File: src/nocArbPkg.sv
package nocArbPkg;

  // Port count and field widths
  localparam int NumCh   = 5;
  localparam int FlitIdW = 3;
  localparam int LenW    = 12;
  localparam int DataW   = 32;

  // Flit id encodings
  localparam logic [FlitIdW-1:0] FlitHead = 3'd1; // Loads the hold timer
  localparam logic [FlitIdW-1:0] FlitBody = 3'd2;
  localparam logic [FlitIdW-1:0] FlitTail = 3'd3;

  // One bit per channel, bit 0 is L then N, E, W, S
  typedef logic [NumCh-1:0] chanMaskT;

  // Channel position in the rotation
  typedef logic [$clog2(NumCh)-1:0] chanIdxT;

  typedef logic [FlitIdW-1:0] flitIdT;
  typedef logic [LenW-1:0]    lenT;
  typedef logic [DataW-1:0]   dataT;

  // Payload forwarded to the output port
  typedef struct packed {
    flitIdT id;
    dataT   data;
  } flitT;

endpackage

File: src/flitChannel.sv
`timescale 1ns/100ps

interface flitChannel (
  input logic clk
);

  import nocArbPkg::*;

  chanMaskT req;             // Request level per channel
  flitIdT   flitId [NumCh];
  lenT      length [NumCh];  // Valid with a head flit
  dataT     data   [NumCh];

  modport src (
    output req, flitId, length, data
  );

  modport timer (
    input flitId, length
  );

  modport arb (
    input req
  );

  // Clock is only for checks in the switch
  modport sw (
    input clk, req, flitId, data
  );

endinterface

File: src/flitSwitch.sv
`timescale 1ns/100ps

module flitSwitch #(
  parameter type payloadT = nocArbPkg::flitT
) (
  flitChannel.sw              ch,
  input  nocArbPkg::chanMaskT grant,
  output payloadT             outFlit,
  output logic                outValid
);

  import nocArbPkg::*;

  payloadT                    chanFlit [NumCh]; // Id and data per channel
  logic [$bits(payloadT)-1:0] selBits;

  for (genvar g = 0; g < NumCh; g++)
  begin : genPack
    assign chanFlit[g] = payloadT'({ch.flitId[g], ch.data[g]});
  end

  // AND-OR select over the one-hot grant
  always_comb
  begin
    selBits = '0;
    for (int i = 0; i < NumCh; i++)
    begin
      selBits = selBits | ({$bits(payloadT){grant[i]}} & chanFlit[i]);
    end
  end

  assign outFlit  = payloadT'(selBits);
  assign outValid = |(grant & ch.req); // Granted request level

  // Valid output means exactly one channel owns the port
  property validOwned;
    @(posedge ch.clk)
      outValid |-> $onehot(grant);
  endproperty
  assert property (validOwned)
    else $error("outValid with grant %h", grant);

endmodule

File: src/grantFsm.sv
`timescale 1ns/100ps

module grantFsm (
  input  logic                clk,
  input  logic                rst,
  flitChannel.arb             ch,
  input  nocArbPkg::chanMaskT timesUp,
  output nocArbPkg::chanMaskT run,
  output nocArbPkg::chanMaskT grant
);

  import nocArbPkg::*;

  chanMaskT nextGrant;
  chanMaskT holdMask;  // Holder still requesting and not expired
  chanIdxT  curIdx;    // Position of the current holder

  // First requester at or after position first, wrapping around
  function automatic chanMaskT rotatePick(
    input chanMaskT reqs,
    input int       first
  );
    chanMaskT pick;
    int       idx;
    pick = '0;
    for (int k = 0; k < NumCh; k++)
    begin
      idx = (first + k) % NumCh;
      if (pick == '0 && reqs[idx])
      begin
        pick[idx] = 1'b1;
      end
    end
    return pick;
  endfunction

  // Index of the one-hot grant
  always_comb
  begin
    curIdx = '0;
    for (int i = 0; i < NumCh; i++)
    begin
      if (grant[i])
      begin
        curIdx = chanIdxT'(i);
      end
    end
  end

  assign holdMask = grant & ch.req & ~timesUp;

  always_comb
  begin
    run       = '0;
    nextGrant = '0;
    if (grant == '0)
    begin
      nextGrant = rotatePick(ch.req, 0); // Idle scans from L
    end
    else if (holdMask != '0)
    begin
      run       = holdMask;
      nextGrant = grant; // Tenure continues
    end
    else
    begin
      // Released: rotate past the holder, never back to it
      nextGrant = rotatePick(ch.req & ~grant, int'(curIdx) + 1);
    end
  end

  always_ff @(posedge clk)
  begin
    if (rst)
    begin
      grant <= '0;
    end
    else
    begin
      grant <= nextGrant;
    end
  end

  property grantOneHot;
    @(posedge clk) disable iff (rst)
      $onehot0(grant);
  endproperty
  assert property (grantOneHot)
    else $error("grant not one-hot: %h", grant);

  property runInGrant;
    @(posedge clk) disable iff (rst)
      (run & ~grant) == '0;
  endproperty
  assert property (runInGrant)
    else $error("run %h outside grant %h", run, grant);

  // A new grant only lands on a channel that asked in the prior cycle
  property grantFollowsReq;
    @(posedge clk) disable iff (rst)
      !$past(rst) |-> (grant & ~$past(ch.req)) == '0;
  endproperty
  assert property (grantFollowsReq)
    else $error("grant %h to a channel without request", grant);

endmodule

File: src/holdTimerBank.sv
`timescale 1ns/100ps

module holdTimerBank (
  input  logic               clk,
  input  logic               rst,
  flitChannel.timer          ch,
  input  nocArbPkg::chanMaskT run,
  output nocArbPkg::chanMaskT timesUp
);

  import nocArbPkg::*;

  lenT lenReg [NumCh]; // Latched packet length
  lenT count  [NumCh]; // Cycles held so far

  always_ff @(posedge clk)
  begin
    if (rst)
    begin
      for (int i = 0; i < NumCh; i++)
      begin
        lenReg[i] <= '0;
        count[i]  <= '0;
      end
    end
    else
    begin
      for (int i = 0; i < NumCh; i++)
      begin
        if (ch.flitId[i] == FlitHead)
        begin
          lenReg[i] <= ch.length[i]; // Header carries the length
        end
        if (run[i])
        begin
          count[i] <= count[i] + 1'b1;
        end
        else
        begin
          count[i] <= '0; // Idle or not holding
        end
      end
    end
  end

  always_comb
  begin
    for (int i = 0; i < NumCh; i++)
    begin
      timesUp[i] = (count[i] == lenReg[i]);
    end
  end

  // A running counter stays below its length
  for (genvar g = 0; g < NumCh; g++)
  begin : genCheck
    property noOvershoot;
      @(posedge clk) disable iff (rst)
        run[g] |-> count[g] < lenReg[g];
    endproperty
    assert property (noOvershoot)
      else $error("hold timer %0d passed its length", g);
  end

endmodule

File: src/nocOutPort.sv
`timescale 1ns/100ps

module nocOutPort (
  input  logic                clk,
  input  logic                rst,
  input  nocArbPkg::chanMaskT req,
  input  nocArbPkg::flitIdT   flitId [nocArbPkg::NumCh],
  input  nocArbPkg::lenT      length [nocArbPkg::NumCh],
  input  nocArbPkg::dataT     data   [nocArbPkg::NumCh],
  output nocArbPkg::chanMaskT grant,
  output nocArbPkg::flitIdT   outFlitId,
  output nocArbPkg::dataT     outData,
  output logic                outValid
);

  import nocArbPkg::*;

  chanMaskT run;
  chanMaskT timesUp;
  flitT     outFlit;

  flitChannel ch (
    .clk (clk)
  );

  // Plain ports into the channel bundle
  assign ch.req = req;

  for (genvar g = 0; g < NumCh; g++)
  begin : genChan
    assign ch.flitId[g] = flitId[g];
    assign ch.length[g] = length[g];
    assign ch.data[g]   = data[g];
  end

  holdTimerBank uTimers (
    .clk     (clk),
    .rst     (rst),
    .ch      (ch.timer),
    .run     (run),
    .timesUp (timesUp)
  );

  grantFsm uGrant (
    .clk     (clk),
    .rst     (rst),
    .ch      (ch.arb),
    .timesUp (timesUp),
    .run     (run),
    .grant   (grant)
  );

  flitSwitch #(
    .payloadT (flitT)
  ) uSwitch (
    .ch       (ch.sw),
    .grant    (grant),
    .outFlit  (outFlit),
    .outValid (outValid)
  );

  assign outFlitId = outFlit.id;
  assign outData   = outFlit.data;

endmodule
File: config.mk
export PLATFORM = sky130hd
export DESIGN_NAME = nocOutPort
export DESIGN_NICKNAME = d
export VERILOG_FILES = /design/src/nocArbPkg.sv /design/src/flitChannel.sv /design/src/flitSwitch.sv /design/src/grantFsm.sv /design/src/holdTimerBank.sv /design/src/nocOutPort.sv
export SDC_FILE = /design/constraint.sdc
export NUM_CORES = 1
export LEC_CHECK = 0
export ABC_AREA = 1
export BUFFER_PORTS_ARGS = -buffer_cell sky130_fd_sc_hd__buf_2
export CAP_MARGIN = 20
export CORE_MARGIN = 5
export CORE_UTILIZATION = 50
export CTS_CLUSTER_DIAMETER = 30
export DETAILED_ROUTE_END_ITERATION = 8
export HOLD_SLACK_MARGIN = 0.1
export PLACE_DENSITY = 0.81
export SYNTH_ARGS = -nofsm -noshare
export SYNTH_HDL_FRONTEND = slang
export SYNTH_HIERARCHICAL = 1
export SYNTH_SLANG_ARGS = --single-unit
File: constraint.sdc
create_clock -name clk -period 3.5 [get_ports clk]
set_input_delay 0.7 -clock clk [delete_from_list [all_inputs] [get_ports clk]]
set_output_delay 0.7 -clock clk [all_outputs]
set_load 0.1 [all_outputs]
# Yosys cells after proc, flatten, opt, wreduce, memory -nomap -nowiden
# Memory sizes are Yosys's and may differ from the RTL's.
# Cells that the tools add are included.
[word_totals] reg_bits=5 ramBits=120 input_bits=242 out_inout_bits=41 elab_cells=213 n_memories=2
[classes] add_sub_neg=10 div_mod_pow=5 order_cmp=10 eq_ne=11 muxes=117 bitwise=34 n_reduce_logical=23
[mem_list] name="uTimers.count" words=5 width=12 read_ports=5 rd_ports_with_merged_regs=0 write_ports=5 line_no="holdTimerBank.sv:14" source="lenT count [NumCh];"
[mem_list] name="uTimers.lenReg" words=5 width=12 read_ports=5 rd_ports_with_merged_regs=0 write_ports=5 line_no="holdTimerBank.sv:13" source="lenT lenReg [NumCh];"
[op_table] operator="$mux 12" count=15
[op_table] operator="$and 35x35->35" count=5
[op_table] operator="$ge 32x1->1 const B" count=5
[op_table] operator="$lt 32x5->1 const B" count=5
[op_table] operator="$mod 32x4->32 const B" count=5
[op_table] operator="$or 35x35->35" count=4
[op_table] operator="$mux 5" count=17
[op_table] operator="$mux 1" count=72
[op_table] operator="$add 32x3->32 const B" count=2
[op_table] operator="$add 12x1->12 const B" count=5
[op_table] operator="$eq 12x12->1" count=5
[op_table] operator="$add 32x2->32 const B" count=1
[op_table] operator="$add 32x4->32 const B" count=1
[op_table] operator="$logic_not 5->1" count=5
[op_table] operator="$or 5x5->5" count=4
[op_table] operator="$and 5x5->5" count=3
[op_table] operator="$bmux 1 s3" count=5
[op_table] operator="$demux 1 s3" count=5
[op_table] operator="$eq 3x1->1 const B" count=5
[op_table] operator="$or 1x1->1" count=15
[op_table] operator="$logic_and 1x1->1" count=13
[op_table] operator="$not 5->5" count=2
[op_table] operator="$mux 3" count=3
[op_table] operator="$reduce_bool 5->1" count=1
[op_table] operator="other kinds (7)" count=7

# Longest topological paths before layout
[depth] word_depth=33 depth_mapped=25 mapped_depth_nobuf=25

# Cells and area by module
# Netlist, hierarchy kept.
[by_module_without_submodules] module="holdTimerBank" instances=1 cells_per_inst=800 area_per_inst_um2=6637.6 seq_area_each_um2=3483.3
[by_module_without_submodules] module="flitSwitch" instances=1 cells_per_inst=416 area_per_inst_um2=1860.5 seq_area_each_um2=0.0
[by_module_without_submodules] module="grantFsm" instances=1 cells_per_inst=179 area_per_inst_um2=1081.0 seq_area_each_um2=100.1

# Worst setup path before layout
# Ideal clock, no wire load.
[synth_path] kind="register to register" startpoint="reg uGrant.grant[4]" endpoint="reg uGrant.grant[0]" setup_ns=0.118 arrival_ns=3.297 path_slack_ns=0.085 stages_incl_launch_ff=20 synth_period_minus_slack_ns=3.415 cell_sequence="dfxtp_1 buf_6 nor2_8 nand2_8 nand2_2 ha_1 nor2_1 nand2_1 nor2_1 o21ai_2 nand4_1 nand2_2 nor2_4 nand3_2 o21bai_2 nor2_2 nand3_2 nor2_1 o31ai_2 inv_1"
[synth_via] elab_chain_cells=30 elab_cells_between_ends=85 cone_classes="5 x add/sub; 5 x div; 10 x order compare; 1 x eq/ne; 41 x mux; 8 x bitwise; 15 x reduce/logical"
[synth_rtl] element="start: declaration" line_no="grantFsm.sv:9" source="output nocArbPkg::chanMaskT grant"
[synth_rtl] element="start signal: assignment" line_no="grantFsm.sv:80" source="grant <= nextGrant;"
[synth_rtl] element="parallel branches: the longest is 30 deep, another holds $add 32x2->32"
# Several ways; the timed one is not identified. The select of a mux whose other input is x is not followed.
# A chain may end at the register's enable or synchronous reset.

# Worst setup path after layout
[layout_path] startpoint="reg uGrant.grant[4]" endpoint="reg uGrant.grant[1]"
# Same word-level chain as after synthesis.

==> impl_results.md <==
- Status: finished, final reports clean
- Resized cells post-CTS: 0
- Final period utilization: 86.1%
- Initial DRC count: 572
- CTS tree: done
- Number of antenna violations at the first check in global routing: 5
- Detail Placement HPWL: 20,800 um
- Number of global-route vias before repair: 8,687
- Critical path data arrival time: 3.36 ns
- M3 GR Usage: 5.36%
- Depth of the worst register-to-register path: 24
- Largest buffer count on any clock path: 2
- Met2 routing resource usage after global routing: 39.3%
- Met1 Usage GRT: 31.6%
- Post-DP Area: 11,100 um^2
- Cell seen most often among critical-path stages: sky130_fd_sc_hd__nand2_1
- Syn Std Cell Area: 9580 um^2
- Die footprint: 22,000 um^2
- Crit path time final: 3.01 ns
- Die W: 148 um
- Maximum resistive drop on vdd: 0.00108 V
- Part of the Yosys area used for sequential elements: 37.4%
- Crit-path slowest cell: sky130_fd_sc_hd__dfxtp_2
- Most used flip-flop cell after synthesis: sky130_fd_sc_hd__edfxtp_1
- Max-slew violations: 0
- Starting utilization of the core area: 51.0%
- Setup-violating endpoint count in the final report: 0
- Top achievable clock speed: 332 MHz
- Endpoints failing hold: 0
- Average cell area after synthesis: 6.87 um^2
- Clk sink count: 125
- Pin count of the biggest net entering global routing: 61
- Total negative slack: 0 ns
- Placer congestion estimate: 0.964
- First-pass DRT Iterations: 5
- Detailed-route wire length per cell: 13.7 um
- Classification of the worst-slack hold path: register to register
- Number of synthesized flops with an enable pin: 108
- Finished layout cell area: 11,800 um^2
- FF-to-FF setup slack: 0.49 ns
- Launch instance of the worst min-delay path: uTimers/count[4][3]
- Detailed-route wire length: 27,000 um
- CP Class: register to register
- Post-synthesis register bit count: 125
- Distinct cell type count of the synthesized netlist: 46
- Slew @ Worst Pin: 0.653 ns
- Layout cells sized above 1: 24.9%
- Final Skew: 0.00715 ns
- Max-cap check violation count: 0
- Post-CTS clock slew at the launch and capture registers of the worst setup and hold paths: 0.06 ns
- Fillers: 1,734
- Core area: 18,800 um^2
- Wire length of the first global-routing pass: 42,200 um
- Cells along the critical path: inv_4 > nand2_4 > o21ai_2 > ha_1 > nand2_1 > o21ai_0 > nand2_1 > nand2_2 > nand2_4 > nand2_4 > nand2_2 > inv_2 > nand4_1 > nand2_1 > nor2_4 > nand4_1 > nand2_1 > nor2_2 > nand4_1 > nand2_1 > nand2_1 > nand2_1 > nand2_1 > a21oi_2
- Most heavily used metal layer in global routing: met2
- Insertion delay of the later-clocked pin in the worst-skew pair: 0.42 ns
- Power per standard cell area: 861 nW/um^2
- Category of the worst setup path launch point: register
- Crit Path Max Fanout: 9
- CP endpoint kind: register
- Buffer cell driving the clock tree root: sky130_fd_sc_hd__clkbuf_16
- Site Rows: 50
- Commonest non-fill, non-tap cell in the layout: sky130_fd_sc_hd__nand2_1
- Via/cell ratio: 4.74
- Synthesized instance count: 1,395
- Routed vias: 9,309
- Hold-critical path endpoint: uTimers/count[4][3]
- Leakage Power: 6.28 nW
- Global route overflow: 0
- Worst flop-to-flop path startpoint: uGrant/grant[4]
- Nets: 1,965
- Unrepaired setup endpoints after global routing: false
- Remaining number of nets flagged by the antenna check after routing: 0
- Hold buffer count at CTS: 0
- Area Overhead vs Synth: 23.1%
- # Post-CTS Setup Buffers: 0
- Highest-count cells in the layout ignoring fill and taps: sky130_fd_sc_hd__nand2_1 (487), sky130_fd_sc_hd__buf_2 (282), sky130_fd_sc_hd__inv_1 (247)
- Chip height: 148 um
- Yosys Warn Count: 6
- Slowest stage delay, CP: 0.48 ns
- Relative slew margins: 56.5%
- Buffers added on ports: 282
- Post-route DRC violation count: 0
- Instance count along the most critical hold path: 1
- R2r endpoint: uGrant/grant[1]
- Number of H-tree levels: 4
- Async set or reset register ratio after synthesis: 0%
- Data required time of the worst path: 3.85 ns
- Clock buffers created by TritonCTS: 17
- I/O Pins: 283
- Aggregate global-route resource usage: 23.8%
layout make-up:
class                           instances  area [um^2]  share of cell area, %
Multi-Input combinational cell       1027         4850                   41.1
Sequential cell                       125         3590                   30.4
Timing Repair Buffer                  289         1460                   12.4
Inverter                              254          956                   8.10
Clock buffer                           19          453                   3.84
Tap cell                              234          293                   2.48
Clock inverter                         13          189                   1.60
Antenna cell                            2         5.00                 0.0424
layer usage:
metal  vias up  part of all wire, %
li1       4877                    -
met1      4093                   43
met2       300                   48
met3        33                  7.5
met4         6                  1.2
met5         -                 0.14
worst max-delay path by stage:
stage          slack (ns)            start         endpoint  cells after the start
2_1_floorplan        0.09  uGrant/grant[4]  uGrant/grant[0]                     19
3_3_place_gp         0.55  uGrant/grant[4]  uGrant/grant[2]                     18
3_5_place_dp         0.54  uGrant/grant[4]  uGrant/grant[2]                     22
4_1_cts              0.52  uGrant/grant[4]  uGrant/grant[1]                     24
5_1_grt              0.21  uGrant/grant[4]  uGrant/grant[2]                     21
6_report             0.49  uGrant/grant[4]  uGrant/grant[1]                     24
state kept, by name, indices dropped and copies added (netlist names):
| register | flops |
|---|---|
| uTimers/lenReg | 60 |
| uTimers/count | 60 |
| uGrant/grant | 5 |
cell families after synthesis:
| logic type | after synthesis | synth area share (%) |
|---|---|---|
| and+or+nand+nor | 795 | 35.8 |
| other | 1 | 0.0391 |
| adders and majority gates | 9 | 1.18 |
| AOI/OAI and AO/OA | 133 | 7.89 |
| buffers and inverters | 290 | 13.9 |
| DFF | 125 | 37.4 |
| xor gates and xnor gates | 42 | 3.84 |
power breakdown:
group / leakage (nW) / internal [W] / switching (W)
Clock: 0.310 / 0.00123 / 0.000665
Combinational: 4.76 / 0.00140 / 0.00496
Sequential: 1.22 / 0.00177 / 0.000127
Total: 6.28 / 0.00441 / 0.00576
worst max-delay path, delay by kind of cell, from the launching register on:
family,cells,cell delay (ns)
buffers and inverters,2,0.20
flip-flops,1,0.48
AO/OA/AOI/OAI,3,0.37
adder cells (fa/ha/maj),1,0.36
AND/OR/NAND/NOR,18,1.54
cell usage after synthesis (2+ instances only):
cell / n / area [um^2]
sky130_fd_sc_hd__o21bai_1: 6 / 45.0
sky130_fd_sc_hd__nand3_1: 38 / 190
sky130_fd_sc_hd__o21ai_0: 16 / 80.1
sky130_fd_sc_hd__buf_6: 23 / 259
sky130_fd_sc_hd__nand4_1: 19 / 119
sky130_fd_sc_hd__dfxtp_1: 17 / 340
sky130_fd_sc_hd__buf_2: 7 / 35.0
sky130_fd_sc_hd__xor2_1: 3 / 26.3
sky130_fd_sc_hd__nand2_2: 44 / 275
sky130_fd_sc_hd__o21ai_1: 5 / 25.0
sky130_fd_sc_hd__buf_4: 2 / 15.0
sky130_fd_sc_hd__ha_1: 9 / 113
sky130_fd_sc_hd__nand3b_1: 5 / 37.5
sky130_fd_sc_hd__nor2_4: 4 / 45.0
sky130_fd_sc_hd__edfxtp_1: 108 / 3240
sky130_fd_sc_hd__xnor2_1: 39 / 342
sky130_fd_sc_hd__nand2_4: 3 / 33.8
sky130_fd_sc_hd__nor2_1: 144 / 541
sky130_fd_sc_hd__o21bai_2: 2 / 22.5
sky130_fd_sc_hd__inv_2: 5 / 18.8
sky130_fd_sc_hd__a21oi_2: 4 / 35.0
sky130_fd_sc_hd__nor2_2: 29 / 181
sky130_fd_sc_hd__a31oi_1: 2 / 12.5
sky130_fd_sc_hd__nor3_1: 10 / 50.1
sky130_fd_sc_hd__nand2_1: 487 / 1830
sky130_fd_sc_hd__buf_12: 3 / 60.1
sky130_fd_sc_hd__o21a_1: 4 / 30.0
sky130_fd_sc_hd__o21ai_2: 2 / 17.5
sky130_fd_sc_hd__inv_1: 247 / 927
sky130_fd_sc_hd__nand3_2: 6 / 60.1
sky130_fd_sc_hd__a21oi_1: 87 / 435
through the flow:
stage               hold WS, ns  setup slack (ns)  cells  utilization (%)  power (W)
global placement          0.496             0.551   1929             59.4    0.00821
CTS                       0.512             0.524   1961             62.8     0.0102
detailed placement        0.498             0.536   1929             59.4    0.00826
floorplan                 0.464            0.0852   1442                -    0.00734
global route              0.521             0.212   1962             62.8     0.0108
finish                    0.521             0.485   1963             62.8     0.0102
No activity file was read; power rests on OpenSTA's default activity.
